File: config.mk
export PLATFORM = sky130hd
export DESIGN_NAME = spi_tx_shifter
export DESIGN_NICKNAME = d
export VERILOG_FILES = /design/src/spi_tx_shifter.sv
export VERILOG_INCLUDE_DIRS = /design/src
export SDC_FILE = /design/constraint.sdc
export NUM_CORES = 1
export LEC_CHECK = 0
export ABC_AREA = 1
export BUFFER_PORTS_ARGS = -buffer_cell sky130_fd_sc_hd__buf_4
export CAP_MARGIN = 20
export CORE_AREA = 2 2 39 41
export DETAILED_ROUTE_END_ITERATION = 12
export DIE_AREA = 0 0 41 43
export GPL_TIMING_DRIVEN = 1
export PLACE_DENSITY = 0.52
export SETUP_SLACK_MARGIN = 0.1
export SYNTH_ARGS = -nofsm -noshare
export SYNTH_HDL_FRONTEND = slang
export SYNTH_SLANG_ARGS = --single-unit
File: constraint.sdc
create_clock -name sclk_spi -period 1.9 [get_ports sclk_spi]
set_input_delay 0.095 -clock sclk_spi [delete_from_list [all_inputs] [get_ports sclk_spi]]
set_output_delay 0.095 -clock sclk_spi [all_outputs]
set_load 0.05 [all_outputs]
File: src/spi_accel_macros.svh
`ifndef SPI_ACCEL_MACROS_SVH
`define SPI_ACCEL_MACROS_SVH

// ================================================
// SPI framing
// ================================================

// Bits per SPI byte, shifted MSB first
`define SPI_BYTE_W 8

// ================================================
// Buffer and result sizes, in bytes
// ================================================

`define PATCH_BYTES 25      // 5x5 patch, one byte per pixel
`define WEIGHTS_BYTES 250   // 5 kernels of 25 weights, two bytes each
`define BIASES_BYTES 10     // 5 biases, two bytes each
`define RESULTS_BYTES 10    // 5 results, two bytes each

// Data byte counter, wide enough to reach 250
`define BYTE_CNT_W 9

`endif

File: src/spi_tx_shifter.sv
`timescale 1ns/10ps
`include "spi_accel_macros.svh"

module spi_tx_shifter (
    input  logic                   sclk_spi,  // SPI clock, mode 0
    input  logic                   cs_n_spi,  // Frame select, high clears
    input  logic [`SPI_BYTE_W-1:0] tx_byte,   // Byte for the next slot
    output logic                   miso_spi   // Serial data to master
);

    localparam int BIT_W = $clog2(`SPI_BYTE_W);

    logic [BIT_W-1:0]       bit_cnt;   // Falling edges seen in this slot
    logic [`SPI_BYTE_W-1:0] shift_q;   // Remaining bits of the current byte
    logic                   slot_end;  // Last falling edge of a slot

    // Falling edge n of the frame follows rising edge n, so the edge after
    // the 8th rising edge of a slot drives bit 7 of the next slot
    assign slot_end = (bit_cnt == BIT_W'(`SPI_BYTE_W - 1));

    // ================================================
    // Falling-edge output stage
    // ================================================
    always_ff @(negedge sclk_spi or posedge cs_n_spi) begin
        if (cs_n_spi) begin
            miso_spi <= 1'b0;  // Slot 0 shifts out zeros
            bit_cnt  <= '0;
            shift_q  <= '0;
        end else begin
            if (slot_end) begin
                // Slot boundary, take the staged byte
                miso_spi <= tx_byte[`SPI_BYTE_W-1];
                shift_q  <= {tx_byte[`SPI_BYTE_W-2:0], 1'b0};
                bit_cnt  <= '0;
            end else begin
                miso_spi <= shift_q[`SPI_BYTE_W-1];         // Next bit, MSB first
                shift_q  <= {shift_q[`SPI_BYTE_W-2:0], 1'b0};
                bit_cnt  <= bit_cnt + BIT_W'(1);
            end
        end
    end

endmodule

==> out/metrics.csv <==
metric,value,unit
run status,"finished, final reports clean",
cells after synthesis,40,
Final Wtd Congestion,0.654,
primary flip-flop cell chosen by synthesis mapping,dfrtn_1,
leakage power summed over all cells,0.000295,uW
crit-path leading delay family,flip-flops,
Die Wd,41,um
largest fanout on the critical path,1,
number of flops mapped to enable cells by yosys,0,
Synthesized Nets,52,
Worst Skew,0.00338,ns
sequential area share after synthesis,67.3,%
number of design rule violations left after detail routing,0,
number of nets with antenna violations after routing,0,
count of TritonRoute iterations in the first routing pass,1,
maximum number of pins on one net before global-route repair,12,
number of top-level pins,11,
hold worst-path end,bit_cnt[0]$_DFF_NP0_,
areal power density over the cells,818,nW/um2
number of slew-limit violations in the final report,0,
kind of end point of the critical path,primary output,
path class of the lowest-slack min-delay path,reg -> reg,
Hold Crit Start,bit_cnt[0]$_DFF_NP0_,
layout-stage area growth over the synthesis result,27.8,%
routed wirelength normalized by instance count,8.59,um
height of the die,43,um
proportion of register bits with asynchronous set or reset after synthesis,100,%
number of rows in the core area,14,
fraction of final layout cells sized beyond drive strength 1,26.4,%
hold violation count in the final report,0,
total track usage,10.1,%
slew margin rel.,73.6,%
Worst Hold Margin,0.346,ns
Detail Placement HPWL,436,um
Worst Reg-to-Reg Cells,5,
worst reg2reg setup slack,0.55,ns
number of global-route vias before repair,235,
kind of launch point of the worst setup path,flip-flop,
Congestion Overflow GR,0,
cell accounting for the most synthesized area,dfrtn_1,
source-to-sink clock delay at the later pin of the worst-skew pair,0.27,ns
global-route wire length before repair,1060,um
vias after detailed routing,287,
CP bufs+invs,1,
die footprint,1760,um2
"Data arrival, critical path",1.78,ns
Synth Warn #,0,
cell count of the worst hold path,1,
top area cells in the synthesized netlist,"dfrtn_1 (67%), nand2_1 (20%), ha_1 (6.1%)",
final worst setup slack,0.0255,ns
Critical Path Slowest Stage Cell,dfrtn_1,
core area,1380,um2
antenna violations before repair,0,
Max Cap Violations,0,
delay of the slowest cell on the worst path,0.40,ns
worst-margin pin slew,0.396,ns
fraction of synthesized cell area taken by the top area cell type,67.3,%
capture instance of the worst register-to-register path,shift_q[3]$_DFF_NP0_,
post-synthesis register bit count,11,
number of nets in the layout,66,
unrepaired setup endpoints after global routing,true,
root buffer cell,clkbuf_4,
cell area after technology mapping,409,um2
final sum of negative setup slack,0,ns
maximum clock path buffer count,2,
Worst Setup Path Type,reg -> out,
port buffer count,10,
total number of clock tree sinks,11,
Total Wirelength,593,um
CP Cell Sequence,buf_6,
number of antenna diodes,0,
quantity of hold-fixing buffers added after cts,0,
effective utilization at floorplan,29.6,%
FF-to-FF Start,bit_cnt[0]$_DFF_NP0_,
clock input transition at the sequential cells of the worst setup and hold paths,0.05,ns
DRC violation total after the first TritonRoute iteration,0,
commonest cells in the netlist,"nand2_1 (22), dfrtn_1 (11), ha_1 (2), inv_1 (2)",
CTS tree,built,
clock buffer count from CTS,3,
placement-stage worst setup slack,0.294,ns
Vias/cell,4.16,
worst-case vdd ir drop,0.000385,V
endpoints failing setup,0,
library cell with the highest instance count after synthesis,nand2_1,
endpoint required time on the critical path,1.80,ns
Final Cell Area,523,um2
mean cell area of the mapped netlist,10.2,um2
htree depth,1,
Area after DPL,493,um2
distinct cell type count after synthesis,7,
## cell type report
class / instances / area, um2
multi-input cells: 25 / 111
clock buffers: 4 / 26.3
repair buffers: 10 / 78.8
flip-flops and latches: 11 / 275
inverters: 3 / 11.3
fillers: 146 / 861
well taps: 16 / 20.0
## sequential cells by signal, indices dropped and copies added (netlist names)
register  cells
bit_cnt       3
shift_q       7
miso_spi      1
## layout by cell type (no fill, tap or decap)
master	instances
buf_4	9
inv_1	2
nand2_1	22
dfrtn_1	11
buf_6	1
inv_2	1
nor2_1	1
clkbuf_4	3
clkbuf_1	1
ha_1	2
## logic make-up (layout without fill, tap and decap cells)
family | after synthesis | in the layout | synth area share (%)
flip-flops | 11 | 11 | 67.3
adder cells (fa/ha/maj) | 2 | 2 | 6.12
buffers and inverters | 4 | 17 | 5.50
AND/OR/NAND/NOR | 23 | 23 | 21.1
## power by group
part	switching [uW]	leakage (uW)	internal, uW
Sequential	2.10	0.000133	243
Clock	71.6	0.0000150	81.1
Combinational	13.8	0.000147	16.1
Total	87.5	0.000295	340
## stage by stage
stage,util (%),total power (uW),std cells
6_report,37.8,428,69
5_1_grt,37.8,462,69
4_1_cts,37.8,438,69
3_5_place_dp,35.6,279,65
3_3_place_gp,35.6,279,65
2_1_floorplan,-,261,40
## worst max-delay path by stage
stage / endpoint / slack, ns / from / depth (start not counted)
2_1_floorplan: miso_spi / 0.20 / miso_spi$_DFF_NP0_ / 0
3_3_place_gp: miso_spi / 0.31 / miso_spi$_DFF_NP0_ / 1
3_5_place_dp: miso_spi / 0.29 / miso_spi$_DFF_NP0_ / 1
4_1_cts: miso_spi / 0.01 / miso_spi$_DFF_NP0_ / 1
5_1_grt: miso_spi / -0.02 / miso_spi$_DFF_NP0_ / 1
6_report: miso_spi / 0.03 / miso_spi$_DFF_NP0_ / 1
## what timing repair did
item                                    4_1_cts  5_1_grt
endpoints found under the setup margin        1        1
cloned                                        0        0
setup buffers                                 0        0
gates resized for setup                       1        0
## routing by layer
layer	track usage (%)	up-vias	share of wire [%]
li1	-	145	-
met1	12.9	130	47
met2	10.6	10	42
met3	9.42	2	8.6
met4	6.00	0	2.4
met5	0	-	0
No activity file was read; power rests on OpenSTA's default activity.
