`src/spi_accel_macros.svh`:
```
`ifndef SPI_ACCEL_MACROS_SVH
`define SPI_ACCEL_MACROS_SVH

// ================================================
// SPI framing
// ================================================

// Bits per SPI byte, shifted MSB first
`define SPI_BYTE_W 8

// ================================================
// Buffer and result sizes, in bytes
// ================================================

`define PATCH_BYTES 25      // 5x5 patch, one byte per pixel
`define WEIGHTS_BYTES 250   // 5 kernels of 25 weights, two bytes each
`define BIASES_BYTES 10     // 5 biases, two bytes each
`define RESULTS_BYTES 10    // 5 results, two bytes each

// Data byte counter, wide enough to reach 250
`define BYTE_CNT_W 9

`endif

```
`src/spi_proto_pkg.sv`:
```
`include "spi_accel_macros.svh"

package spi_proto_pkg;

    // ================================================
    // Command opcodes, first byte of every frame
    // ================================================
    typedef enum logic [`SPI_BYTE_W-1:0] {
        CMD_WRITE_WEIGHTS = 8'h01,  // 250 weight bytes follow
        CMD_WRITE_PATCH   = 8'h02,  // 25 patch bytes follow
        CMD_WRITE_BIASES  = 8'h03,  // 10 bias bytes follow
        CMD_START_PROC    = 8'h10,  // One start pulse to the wrapper
        CMD_READ_STATUS   = 8'h20,  // Turnaround, then done/busy byte
        CMD_READ_RESULTS  = 8'h30   // Turnaround, then 10 result bytes
    } spi_cmd_e;

    // ================================================
    // Command controller states
    // ================================================
    typedef enum logic [1:0] {
        ST_IDLE    = 2'd0,  // Waiting for the command byte
        ST_RX_DATA = 2'd1,  // Storing write data
        ST_TX_DATA = 2'd2,  // Staging reply bytes
        ST_DONE    = 2'd3   // Rest of frame ignored
    } ctrl_state_e;

endpackage

```
`src/conv_buf_pkg.sv`:
```
`include "spi_accel_macros.svh"

package conv_buf_pkg;

    // Target buffer of a write frame
    typedef enum logic [1:0] {
        BUF_NONE    = 2'd0,
        BUF_PATCH   = 2'd1,
        BUF_WEIGHTS = 2'd2,
        BUF_BIASES  = 2'd3
    } buf_sel_e;

    // ================================================
    // Packed buffer images, byte 0 in the top byte
    // ================================================

    // Element [N-1] sits at the MSB end and holds byte 0
    typedef logic [`PATCH_BYTES-1:0][`SPI_BYTE_W-1:0] patch_vec_t;

    typedef logic [`WEIGHTS_BYTES-1:0][`SPI_BYTE_W-1:0] weights_vec_t;

    typedef logic [`BIASES_BYTES-1:0][`SPI_BYTE_W-1:0] biases_vec_t;

    // Results from the wrapper, same byte order
    typedef logic [`RESULTS_BYTES-1:0][`SPI_BYTE_W-1:0] results_vec_t;

endpackage

```
`src/spi_cmd_controller.sv`:
```
`timescale 1ns/10ps
`include "spi_accel_macros.svh"

module spi_cmd_controller
    import spi_proto_pkg::*, conv_buf_pkg::*;
(
    input  logic                   sclk_spi,
    input  logic                   cs_n_spi,             // High holds ST_IDLE
    input  logic [`SPI_BYTE_W-1:0] rx_byte,
    input  logic                   rx_byte_valid,
    input  logic                   busy_from_wrapper,    // Level, sampled as is
    input  logic                   done_from_wrapper,    // Level, sampled as is
    input  results_vec_t           results_from_wrapper,
    output logic [`SPI_BYTE_W-1:0] tx_byte,              // Byte for the next slot
    output logic                   wr_en,
    output buf_sel_e               wr_sel,
    output logic [`BYTE_CNT_W-1:0] wr_addr,
    output logic [`SPI_BYTE_W-1:0] wr_data,
    output logic                   start_to_wrapper      // One sclk_spi cycle
);

    localparam int CNT_W     = `BYTE_CNT_W;
    localparam int RES_IDX_W = $clog2(`RESULTS_BYTES);

    ctrl_state_e            state;
    logic [CNT_W-1:0]       byte_cnt;     // Data bytes stored or staged
    logic [CNT_W-1:0]       exp_cnt;      // Data bytes the command carries
    logic                   last_byte;    // Current write byte fills the buffer
    logic [RES_IDX_W-1:0]   res_sel;      // Result element of byte_cnt
    logic [`SPI_BYTE_W-1:0] status_byte;

    // ================================================
    // Decode helpers
    // ================================================
    assign last_byte = ((byte_cnt + CNT_W'(1)) == exp_cnt);

    // Result byte k sits in element N-1-k, the MSB end
    assign res_sel = RES_IDX_W'(`RESULTS_BYTES - 1) - byte_cnt[RES_IDX_W-1:0];

    assign status_byte = {{(`SPI_BYTE_W - 2){1'b0}}, done_from_wrapper, busy_from_wrapper};

    // Store port, write lands on the edge that sees the strobe
    assign wr_en   = (state == ST_RX_DATA) && rx_byte_valid;
    assign wr_addr = byte_cnt;  // Data byte k goes to address k
    assign wr_data = rx_byte;

    // ================================================
    // Command FSM
    // ================================================
    always_ff @(posedge sclk_spi or posedge cs_n_spi) begin
        if (cs_n_spi) begin
            state            <= ST_IDLE;
            byte_cnt         <= '0;
            exp_cnt          <= '0;
            wr_sel           <= BUF_NONE;
            tx_byte          <= '0;  // Slot 1 turnaround is 00h
            start_to_wrapper <= 1'b0;
        end else begin
            start_to_wrapper <= 1'b0;  // Pulse lasts one cycle
            if (rx_byte_valid) begin
                case (state)
                    ST_IDLE: begin
                        // byte_cnt is still 0 here
                        case (spi_cmd_e'(rx_byte))
                            CMD_WRITE_WEIGHTS: begin
                                wr_sel  <= BUF_WEIGHTS;
                                exp_cnt <= CNT_W'(`WEIGHTS_BYTES);
                                state   <= ST_RX_DATA;
                            end
                            CMD_WRITE_PATCH: begin
                                wr_sel  <= BUF_PATCH;
                                exp_cnt <= CNT_W'(`PATCH_BYTES);
                                state   <= ST_RX_DATA;
                            end
                            CMD_WRITE_BIASES: begin
                                wr_sel  <= BUF_BIASES;
                                exp_cnt <= CNT_W'(`BIASES_BYTES);
                                state   <= ST_RX_DATA;
                            end
                            CMD_START_PROC: begin
                                start_to_wrapper <= 1'b1;
                                state            <= ST_DONE;
                            end
                            CMD_READ_STATUS: begin
                                tx_byte  <= status_byte;  // Goes out in slot 2
                                exp_cnt  <= CNT_W'(1);
                                byte_cnt <= CNT_W'(1);
                                state    <= ST_TX_DATA;
                            end
                            CMD_READ_RESULTS: begin
                                tx_byte  <= results_from_wrapper[res_sel];  // Byte 0
                                exp_cnt  <= CNT_W'(`RESULTS_BYTES);
                                byte_cnt <= CNT_W'(1);
                                state    <= ST_TX_DATA;
                            end
                            default: begin
                                state <= ST_DONE;  // Unknown opcode, MISO stays low
                            end
                        endcase
                    end
                    ST_RX_DATA: begin
                        byte_cnt <= byte_cnt + CNT_W'(1);
                        if (last_byte) begin
                            state <= ST_DONE;  // Excess bytes dropped
                        end
                    end
                    ST_TX_DATA: begin
                        // Stage one slot ahead of the shifter
                        if (byte_cnt == exp_cnt) begin
                            tx_byte <= '0;  // Reply over, back to 00h
                            state   <= ST_DONE;
                        end else begin
                            tx_byte  <= results_from_wrapper[res_sel];
                            byte_cnt <= byte_cnt + CNT_W'(1);
                        end
                    end
                    default: begin
                        state <= ST_DONE;  // Wait for cs_n_spi to end the frame
                    end
                endcase
            end
        end
    end

endmodule

```
`config.mk`:
```
export PLATFORM = sky130hd
export DESIGN_NAME = spi_cmd_controller
export DESIGN_NICKNAME = d
export VERILOG_FILES = /design/src/spi_proto_pkg.sv /design/src/conv_buf_pkg.sv /design/src/spi_cmd_controller.sv
export VERILOG_INCLUDE_DIRS = /design/src
export SDC_FILE = /design/constraint.sdc
export NUM_CORES = 1
export LEC_CHECK = 0
export ABC_AREA = 1
export BUFFER_PORTS_ARGS = -buffer_cell sky130_fd_sc_hd__buf_2
export CORE_UTILIZATION = 30
export DETAILED_ROUTE_END_ITERATION = 8
export HOLD_SLACK_MARGIN = 0.12
export PLACE_DENSITY = 0.59
export SLEW_MARGIN = 20
export SYNTH_ARGS = -nofsm -noshare
export SYNTH_HDL_FRONTEND = slang
export SYNTH_SLANG_ARGS = --single-unit
```
`constraint.sdc`:
```
create_clock -name sclk_spi -period 2.4 [get_ports sclk_spi]
set_input_delay 0.24 -clock sclk_spi [delete_from_list [all_inputs] [get_ports sclk_spi]]
set_output_delay 0.24 -clock sclk_spi [all_outputs]
set_load 0.01 [all_outputs]
```
==> flow_metrics.tcl <==
set metrics [dict create \
    outcome "complete, no violations" \
    crit_type "flop to flop" \
    postCtsSetupRepairBufs 0 \
    grt.total_usage_pct 17.9 \
    drt-total-wl_mm 7.83 \
    worstMarginPinSlew_ns 0.402 \
    via_per_inst 4.90 \
    mostFrequentLayoutCell "buf_2" \
    pwr-share-clk_pct 9.3 \
    grt_pass1_vias 2720 \
    grt_start_max_net_pins 42 \
    grt.overflow.total 0 \
    hold_viol_final 0 \
    antenna_left 0 \
    tns_ns 0 \
    clk_latency_ns 0.28 \
    max-cap-violations 0 \
    die_h_microns 93.0 \
    cp.arrival_ns 2.15 \
    seqPwrFrac_pct 24.6 \
    async_flop_share_pct 100 \
    fin_cells 596 \
    synth_seq_cells 27 \
    switchingPower_w 0.00145 \
    clockBufferDepth 2 \
    syn_nets 482 \
    numCtsBuffers 3 \
    initial_utilization_pct 31.5 \
    period_share_pct 80.2 \
    drt_pass1_iterations 4 \
    start_kind "flop" \
    grt_first_pass_wirelength_mm 12.3 \
    crit_path_end_kind "flop" \
    dieWidth_microns 93.0 \
    post-place-cells 591 \
    yosys_warnings 0 \
    cts-root-buf "clkbuf_8" \
    ioPinCount 122 \
    synth_ff_type "dfrtp_1" \
    htree_levels 1 \
    cts_resized 0 \
    fin_nets 595 \
    synth_area_per_cell_sq_um 6.50 \
    syn_inst 382 \
    setup_viol_count_final 0 \
    slew_headroom_pct 73.2 \
    yosysUniqueCellTypes 32 \
    post_drt_wl_per_cell_microns 13.1 \
    antenna_found_initial 0 \
    gp_congestion 0.836 \
    drtIter0Drc 92 \
    final_cell_mix "buf_2, nand2_1, nor2_1" \
    hold_path.class "input port to flop" \
    hpwl_mm 6.30 \
    peakVddDrop_mv 0.317 \
    period_minus_slack_ns 1.92 \
    max_clock_freq_mhz 520 \
    netSwitchingFraction_pct 50.4 \
    cp.required_ns 2.63 \
    intPower_w 0.00142 \
    dieArea_sq_um 8650 \
    finalClockSkew_ns 0.00805 \
    portBuffers 121 \
    critPathMaxFanout 14 \
    fp-row-count 32 \
    cts_tree "yes" \
    yosysSeqAreaShare_pct 27.2 \
    vias 2921 \
    syn_to_final_growth_pct 28.4 \
    fillers 857 \
    clk_pin_slew_worst_paths_ns 0.10 \
    cts_num_sinks 27 \
    core_area_sq_um 7890 \
    drv_slew 0 \
    drive_above_1_share_pct 31.2 \
    num_antenna_cells 0 \
    pwr-share-comb_pct 66.1 \
    synth_edf_count 0 \
    power.leakage_nw 1.74 \
    drc 0 \
    synth_area_sq_um 2480 \
    power_density_nw_per_um2 899 \
    rsz0062_at_grt "no" \
]
## worst max-delay path: stages (launching register included)
cell and delay [ns]:
dfrtp_1 0.46, inv_2 0.09, buf_4 0.18, ha_1 0.53, inv_1 0.15, o211ai_1 0.13, o211ai_1 0.11, o21ai_1 0.09
nand2_1 0.07, nand2_1 0.06
## metal layers
layer / global-route usage, % / wire length (microns) / up-vias
li1: - / - / 1488
met1: 20.5 / 3320 / 1303
met2: 34.3 / 3870 / 122
met3: 3.01 / 552 / 8
met4: 3.97 / 93 / 0
met5: 0 / 0 / -
## cell usage after synthesis (8+ instances only)
library cell / instances / area (sq um)
mux2i_1: 8 / 80.1
nand3_1: 21 / 105
o22ai_1: 11 / 68.8
nand2_1: 89 / 334
o211ai_1: 14 / 105
o21ai_0: 47 / 235
clkbuf_1: 8 / 30.0
o21ai_2: 9 / 78.8
inv_1: 36 / 135
dfrtp_1: 27 / 676
buf_4: 9 / 67.6
nor2_1: 55 / 206
## path summary, 6_finish.rpt
check | from | slack, ns | cells past startpoint | end
worst min register to register | tx_byte[6] | 0.50 | 2 | tx_byte[6]
min in group asynchronous | cs_n_spi | 0.55 | 4 | tx_byte[3]
worst max-delay path | wr_addr[1] | 0.48 | 9 | tx_byte[0]
worst min-delay path | rx_byte[4] | 0.26 | 3 | start_to_wrapper
worst max register to register | wr_addr[1] | 0.48 | 9 | tx_byte[0]
max in group asynchronous | cs_n_spi | 1.56 | 4 | wr_addr[7]
## cells by family (layout without fill, tap and decap cells)
logic type,after synthesis,count (layout),synth area share (%)
buf+inv,63,175,12.0
xor+xnor,4,4,1.41
mux,8,8,3.22
fa+ha+maj,7,7,3.52
flops,27,27,27.2
simple gates,179,179,29.6
compound gates,94,94,23.0
## final cells by class
class / instances / area, sq um / area share, %
clock buffer: 4 / 45.0 / 1.41
tap: 102 / 128 / 4.00
sequential: 27 / 676 / 21.2
inverter: 40 / 150 / 4.70
multi-input combinational: 292 / 1510 / 47.3
timing repair buffer: 131 / 683 / 21.4
## flip-flops by register name (all words and copies together) (netlist names)
| register | count |
|---|---|
| wr_sel | 2 |
| tx_byte | 8 |
| start_to_wrapper | 1 |
| state | 2 |
| wr_addr | 9 |
| exp_cnt | 5 |
## power groups by stage
stage	Combinational, W	Sequential (W)	Clock (W)
after detailed placement	0.00190	0.000717	0
final	0.00190	0.000706	0.000267
after floorplan	0.00135	0.000730	0
after CTS	0.00191	0.000708	0.000278
after global placement	0.00190	0.000715	0
after global routing	0.00214	0.000725	0.000295
## timing repair
action,in CTS,in global routing
hold buffers,1,0
setup endpoints to repair,0,0
endpoints found under the hold margin,27,0
## stage by stage
stage               instance area, sq um  util [%]  power, W  hold WS [ns]  setup slack (ns)
floorplan                           2480         -   0.00208         0.293             0.493
global placement                    3140      39.8   0.00261         0.327             0.576
detailed placement                  3140      39.8   0.00262         0.327             0.480
CTS                                 3190      40.5   0.00290         0.238             0.451
global route                        3190      40.5   0.00316         0.261             0.251
finish                              3190      40.5   0.00287         0.256             0.476
(Power assumes the default switching activity.)
