<file path="src/spi_accel_macros.svh">
`ifndef SPI_ACCEL_MACROS_SVH
`define SPI_ACCEL_MACROS_SVH

// ================================================
// SPI framing
// ================================================

// Bits per SPI byte, shifted MSB first
`define SPI_BYTE_W 8

// ================================================
// Buffer and result sizes, in bytes
// ================================================

`define PATCH_BYTES 25      // 5x5 patch, one byte per pixel
`define WEIGHTS_BYTES 250   // 5 kernels of 25 weights, two bytes each
`define BIASES_BYTES 10     // 5 biases, two bytes each
`define RESULTS_BYTES 10    // 5 results, two bytes each

// Data byte counter, wide enough to reach 250
`define BYTE_CNT_W 9

`endif

</file>
<file path="src/spi_rx_shifter.sv">
`timescale 1ns/10ps
`include "spi_accel_macros.svh"

module spi_rx_shifter (
    input  logic                   sclk_spi,      // SPI clock, mode 0
    input  logic                   cs_n_spi,      // Frame select, high clears
    input  logic                   mosi_spi,      // Serial data from master
    output logic [`SPI_BYTE_W-1:0] rx_byte,       // Last complete byte
    output logic                   rx_byte_valid  // One cycle per byte
);

    localparam int BIT_W = $clog2(`SPI_BYTE_W);

    logic [BIT_W-1:0]       bit_cnt;   // Counts 7 down to 0
    logic [`SPI_BYTE_W-2:0] shift_q;   // Upper bits of the byte in flight

    // ================================================
    // MOSI shift register
    // ================================================

    // Only the first seven bits need holding, bit 0 goes straight to rx_byte
    always_ff @(posedge sclk_spi) begin
        shift_q <= {shift_q[`SPI_BYTE_W-3:0], mosi_spi};  // MSB first
    end

    // ================================================
    // Bit counter and byte strobe
    // ================================================
    always_ff @(posedge sclk_spi or posedge cs_n_spi) begin
        if (cs_n_spi) begin
            bit_cnt       <= BIT_W'(`SPI_BYTE_W - 1);  // Next bit is bit 7
            rx_byte       <= '0;
            rx_byte_valid <= 1'b0;
        end else begin
            if (bit_cnt == '0) begin
                rx_byte       <= {shift_q, mosi_spi};  // Bit 0 sampled now
                rx_byte_valid <= 1'b1;
                bit_cnt       <= BIT_W'(`SPI_BYTE_W - 1);
            end else begin
                rx_byte_valid <= 1'b0;
                bit_cnt       <= bit_cnt - BIT_W'(1);
            end
        end
    end

endmodule

</file>
<file path="config.mk">
export PLATFORM = sky130hd
export DESIGN_NAME = spi_rx_shifter
export DESIGN_NICKNAME = d
export VERILOG_FILES = /design/src/spi_rx_shifter.sv
export VERILOG_INCLUDE_DIRS = /design/src
export SDC_FILE = /design/constraint.sdc
export NUM_CORES = 1
export LEC_CHECK = 0
export ABC_AREA = 1
export BUFFER_PORTS_ARGS = -buffer_cell sky130_fd_sc_hd__buf_4
export CORE_AREA = 2 2 39 41
export DETAILED_ROUTE_END_ITERATION = 6
export DIE_AREA = 0 0 41 43
export PLACE_DENSITY = 0.71
export SLEW_MARGIN = 25
export SYNTH_ARGS = -nofsm -noshare
export SYNTH_HDL_FRONTEND = slang
export SYNTH_SLANG_ARGS = --single-unit
export TNS_END_PERCENT = 50
</file>
<file path="constraint.sdc">
create_clock -name sclk_spi -period 2 [get_ports sclk_spi]
set_clock_uncertainty 0.2 [all_clocks]
set_input_delay 0.1 -clock sclk_spi [delete_from_list [all_inputs] [get_ports sclk_spi]]
set_output_delay 0.1 -clock sclk_spi [all_outputs]
set_load 0.005 [all_outputs]
</file>
==> results of run 1 <==
## state kept, by name, indices dropped and copies added, names as in the netlist
register and cells:
rx_byte_valid 1, shift_q 7, rx_byte 8, bit_cnt 3
## kinds of logic after synthesis
| group | after synthesis |
|---|---|
| simple gates | 30 |
| flops | 19 |
| buf+inv | 8 |
| fa+ha+maj | 2 |
## power groups by stage
stage	Sequential, µW	Clock, µW	Combinational (µW)
floorplan	413	0	9.59
detailed placement	414	0	28.6
global route	408	209	35.5
global placement	413	0	28.2
CTS	406	193	31.8
finish	406	187	30.9
## Yosys cell counts
library cell	number
dfstp_2	3
nand3_1	9
inv_1	5
dfrtp_1	9
nand2_4	1
inv_2	1
nand2_1	20
ha_1	2
dfxtp_1	7
buf_6	2
## worst min-delay path, stage by stage
cell	delay (ns)
dlygate4sd3_1	0.54
buf_4	0.13
inv_1	0.33
## routing by layer
metal / vias up / share of wire [%] / track usage [%]
li1: 212 / - / -
met1: 195 / 41 / 15.6
met2: 8 / 54 / 21.9
met3: 2 / 3.8 / 6.28
met4: 0 / 0.70 / 8.00
met5: - / 0 / 0
## cell type report
class	instances	area (µm²)	area share (%)
clock buffers	4	26.3	3.40
inverters	6	22.5	2.92
multi-input cells	32	156	20.3
flip-flops and latches	19	444	57.5
well taps	16	20.0	2.59
repair buffers	13	103	13.3
## final timing paths
path	startpoint	to	slack (ns)	depth (start not counted)
worst max-delay path	bit_cnt[0]	rx_byte[0]	0.52	5
worst min-delay path	cs_n_spi	rx_byte[0]	0.16	3
worst max register to register	bit_cnt[0]	rx_byte[0]	0.52	5
worst min register to register	shift_q[1]	shift_q[2]	0.16	0
max in group asynchronous	cs_n_spi	bit_cnt[2]	1.10	3
min in group sclk_spi	shift_q[1]	shift_q[2]	0.16	0
## per-stage QoR
stage / power (µW) / hold WS, ns / area, µm²
finish: 624 / 0.160 / 772
global route: 652 / 0.167 / 772
CTS: 631 / 0.162 / 772
detailed placement: 442 / -0.0563 / 726
global placement: 441 / -0.0625 / 726
floorplan: 422 / -0.237 / 646
## cell usage in the layout (no fill, tap or decap)
master | Yosys | routed
nand2_1 | 20 | 20
buf_4 | 0 | 11
nand3_1 | 9 | 9
dfrtp_1 | 9 | 9
dfxtp_1 | 7 | 7
inv_1 | 5 | 5
dfstp_2 | 3 | 3
clkbuf_4 | 0 | 3
ha_1 | 2 | 2
dlygate4sd3_1 | 0 | 2
inv_2 | 1 | 1
nand2_4 | 1 | 1
clkbuf_1 | 0 | 1
==> results.json, run 1 <==
{
  "nFillCells": 117,
  "worst_path_most_repeated_cell": "nand2_1",
  "cts_tree": "built",
  "setup_slack_ns": 0.517,
  "fp.dieW_um": 41,
  "drcViolationCount": 0,
  "clk_pin_slew_ns": 0.10,
  "antenna_found_initial": 0,
  "drive_above_1_share_pct": 25.7,
  "grt_max_degree": 13,
  "cts_made_buffers": 3,
  "cp_cell_sequence": "inv_1 -> ha_1 -> nand2_4 -> nand2_1 -> nand2_1",
  "start_kind": "flip-flop",
  "p_sw_share_pct": 20.9,
  "max_stage_delay_ns": 0.54,
  "ir_drop_v": 0.000445,
  "grt_pass1_vias": 392,
  "crit_path_end_kind": "flip-flop",
  "crit_arrival_ns": 1.52,
  "place_ws_ns": 0.519,
  "worstHoldPathType": "input port to async pin",
  "die_y_um": 43,
  "cp_num_buf_inv": 1,
  "cp_top_family": "flip-flops",
  "post_cts_buffers": 0,
  "synth_top_area_share_pct": 34.9,
  "synth_warnings": 0,
  "switching_power_uw": 131,
  "synth_top_cell_by_area": "dfrtp_1",
  "cts-resized-gates": 0,
  "final.period_utilization_pct": 74.2,
  "num_rows": 14,
  "p_seq_share_pct": 65.1,
  "drv_slew": 0,
  "drt_iter0_drc": 6,
  "syn_inst": 59,
  "required_ns": 2.04,
  "grt_pass1_wl_mm": 1.57,
  "period_needed_ns": 1.48,
  "ios": 12,
  "rsz0062_at_grt": "false",
  "die_area_um2": 1760,
  "vias": 417,
  "seq_area_frac_synth_pct": 68.8,
  "portBuffers": 11,
  "worstPathMaxFanout": 12,
  "synthMuxAreaShare_pct": 0,
  "wl_per_cell_um": 11.2,
  "cts_root_buf": "clkbuf_4",
  "cellInternalPower_uw": 493,
  "slew_headroom_pct": 70.5,
  "clock.fmax_mhz": 674,
  "p_leak_uw": 0.000435,
  "synth.area.top_cells": "dfrtp_1, dfxtp_1, dfstp_2",
  "grt.overflow.total": 0,
  "critPathKind": "flip-flop to flip-flop",
  "clkPwrFrac_pct": 30.0,
  "syn2layout_area_growth_pct": 19.6,
  "nets": 80,
  "routed_wl_mm": 1.01,
  "synthAdderAreaFrac_pct": 3.88,
  "ctsHtreeMaxLevel": 1,
  "combPwrFrac_pct": 4.9,
  "max_slew.worst_pin.slew_ns": 0.441,
  "synth_nets": 64,
  "core_um2": 1380,
  "ys_types": 10,
  "stdcell_count": 90,
  "placed_cells": 84,
  "ant_nets": 0,
  "synth_compound_area_share_pct": 0,
  "drt_pass1_iterations": 4,
  "finalSetupViolations": 0,
  "grtUsageTotal_pct": 14.3,
  "initial_utilization_pct": 46.7,
  "cts_hold_buf": 2,
  "yosys.area_share.simple_pct": 20.3,
  "gp_congestion": 0.715,
  "status": "finished clean",
  "critPathSlowestCell": "dfstp_2",
  "cts.sinks": 19,
  "synth.cell_area_um2": 646,
  "powerDensity_nw_per_um2": 808,
  "timing_hold_violations_final": 0,
  "utilization_pct": 55.8,
  "antenna_cells": 0,
  "synth-seq-cells": 19,
  "fin_tns_setup_ns": 0,
  "synth_top_family_by_area": "simple AND/OR/NAND/NOR gates",
  "syn_avg_cell_area_um2": 10.9,
  "synth_xor_area_share_pct": 0,
  "viasPerCell": 4.63,
  "cts_max_path_buffers": 2,
  "drv_cap": 0,
  "clkLatencyLatePin_ns": 0.29
}
(Power assumes the default switching activity.)
==> run 2, diff against run 1 <==
--- a/config.mk
+++ b/config.mk
@@ -8,10 +8,10 @@
 export LEC_CHECK = 0
 export ABC_AREA = 1
 export BUFFER_PORTS_ARGS = -buffer_cell sky130_fd_sc_hd__buf_4
-export CORE_AREA = 2 2 39 41
+export CORE_MARGIN = 1
+export CORE_UTILIZATION = 45
 export DETAILED_ROUTE_END_ITERATION = 6
-export DIE_AREA = 0 0 41 43
-export PLACE_DENSITY = 0.71
+export PLACE_DENSITY = 0.69
 export SLEW_MARGIN = 25
 export SYNTH_ARGS = -nofsm -noshare
 export SYNTH_HDL_FRONTEND = slang
==> constraint.sdc (replaced) <==
create_clock -name sclk_spi -period 1.3 [get_ports sclk_spi]
set_clock_uncertainty 0.2 [all_clocks]
set_input_delay 0.065 -clock sclk_spi [delete_from_list [all_inputs] [get_ports sclk_spi]]
set_output_delay 0.065 -clock sclk_spi [all_outputs]
set_load 0.005 [all_outputs]
==> run 2 against run 1 <==
Flip-flop and latch count did not move. Non-clock buffer count did not move. First-iteration DRC count increased by 17%. Sequential power up 54%. Die area down 9.8%. Core utilization increased by 4.4 points. Critical path type unchanged. Highest routed layer unchanged.
==> results.json, run 2 (same netlist as run 1, synthesis figures left out) <==
{
  "start_kind": "flip-flop",
  "portBuffers": 11,
  "viasPerCell": 4.46,
  "fin_tns_setup_ns": 0,
  "drv_cap": 0,
  "drt_iter0_drc": 7,
  "cts_tree": "built",
  "cts.sinks": 19,
  "grt_pass1_wl_mm": 1.42,
  "crit_path_end_kind": "flip-flop",
  "final_cell_mix": "nand2_1, buf_4, nand3_1, dfrtp_1, dfxtp_1",
  "antenna_found_initial": 0,
  "drcViolationCount": 0,
  "clk_pin_slew_ns": 0.10,
  "worst_path_most_repeated_cell": "nand2_1",
  "timing_hold_violations_final": 0,
  "layout_commonest_cell": "nand2_1",
  "die_y_um": 39.9,
  "status": "finished clean",
  "placed_cells": 83,
  "fp.dieW_um": 39.9,
  "vias": 397,
  "r2r-end": "rx_byte[5]",
  "r2r_cells": 5,
  "cts_root_buf": "clkbuf_4",
  "cts_made_buffers": 3,
  "grt_pass1_vias": 356,
  "num_rows": 13,
  "setup_slack_ns": 0.0261,
  "nFillCells": 114,
  "ctsHtreeMaxLevel": 1,
  "wl_per_cell_um": 10.9,
  "clkLatencyLatePin_ns": 0.29,
  "nets": 80,
  "period_needed_ns": 1.27,
  "routed_wl_um": 970,
  "grtUsageTotal_pct": 14.3,
  "core_um2": 1320,
  "critPathKind": "flip-flop to flip-flop",
  "r2r-start": "bit_cnt[0]",
  "stdcell_count": 89,
  "grt.overflow.total": 0,
  "max_stage_delay_ns": 0.56,
  "grt_max_degree": 13,
  "rsz0062_at_grt": "true",
  "drive_above_1_share_pct": 31.1,
  "ios": 12,
  "clock.fmax_mhz": 785,
  "max_slew.worst_pin.slew_ns": 0.447,
  "r2r_slack_ns": 0.03,
  "cp_num_buf_inv": 1,
  "slew_headroom_pct": 70.2,
  "post-dp-hpwl_um": 672,
  "ant_nets": 0,
  "largest_register_ffs": 8,
  "ir_drop_v": 0.000651,
  "critPathSlowestCell": "dfstp_2",
  "drv_slew": 0,
  "initial_utilization_pct": 49.0,
  "drt_pass1_iterations": 2,
  "finalSetupViolations": 0,
  "crit_arrival_ns": 1.31,
  "regMostFlops": "rx_byte",
  "required_ns": 1.33,
  "final.period_utilization_pct": 98.0,
  "die_area_um2": 1590,
  "p_leak_uw": 0.000413,
  "reg_top3": "rx_byte x8, shift_q x7, bit_cnt x3",
  "cts_max_path_buffers": 2,
  "syn2layout_area_growth_pct": 22.9,
  "powerDensity_nw_per_um2": 1210,
  "place_ws_ns": 0.0165,
  "cp_top_family": "flip-flops",
  "antenna_cells": 0,
  "cp_cell_sequence": "inv_2 -> ha_4 -> nand2_8 -> nand2_1 -> nand2_1",
  "worstHoldPathType": "input port to async pin",
  "worstPathMaxFanout": 12,
  "gp_congestion": 0.715
}
## run 2: changes by cell type in the layout (fill, tap and decap cells not counted)
cell      before  now
clkinv_2       0    1
nand2_4        1    0
inv_2          1    3
inv_1          5    3
clkbuf_1       1    0
nand2_8        0    1
ha_1           2    1
ha_4           0    1
## run 2: worst max path at each step
stage	start	endpoint	slack [ns]	cells after the start
2_1_floorplan	bit_cnt[0]	rx_byte[1]	-0.04	7
3_3_place_gp	bit_cnt[0]	rx_byte[0]	0.05	5
6_report	bit_cnt[0]	rx_byte[5]	0.03	5
3_5_place_dp	bit_cnt[0]	rx_byte[2]	0.02	5
5_1_grt	bit_cnt[0]	rx_byte[3]	-0.02	5
4_1_cts	bit_cnt[0]	rx_byte[1]	0.02	5
## run 2: power breakdown
part	total (µW)	switching (µW)	internal, µW
logic	47.7	20.3	27.3
clock network	288	173	114
registers	624	12.0	612
total	960	206	754
## run 2: what timing repair did
action | in CTS | in global routing
buffers inserted | 0 | 0
setup endpoints to repair | 6 | 8
gates resized for setup | 1 | 0
hold buffers | 2 | 0
hold endpoints to repair | 14 | 0
## run 2: routing by layer
metal / vias to the layer above / track usage, % / part of all wire, %
met5: - / 0 / 0
met1: 175 / 17.9 / 45
met4: 0 / 10.3 / 1.0
li1: 210 / - / -
met2: 10 / 21.0 / 50
met3: 2 / 3.41 / 4.5
## run 2: per-stage QoR
step           util (%)  area [µm²]  hold slack (ns)  total power [µW]
2_1_floorplan         -         658           -0.272               650
3_3_place_gp       55.9         737           -0.104               680
3_5_place_dp       55.9         737          -0.0930               680
4_1_cts            60.2         793            0.134               971
5_1_grt            60.2         793            0.168               993
6_report           60.2         793            0.132               960
## run 2: worst min-delay path, delay by kind of cell
| kind | cells | cell delay, ns |
|---|---|---|
| buf+inv | 3 | 1.00 |
## run 2: layout make-up
cell class / count / area (µm²) / share of cell area, %
clock buffers: 3 / 22.5 / 2.84
clock inverters: 1 / 5.00 / 0.631
inverters: 6 / 22.5 / 2.84
multi-input cells: 32 / 178 / 22.4
flip-flops and latches: 19 / 444 / 56.0
well taps: 15 / 18.8 / 2.37
repair buffers: 13 / 103 / 12.9
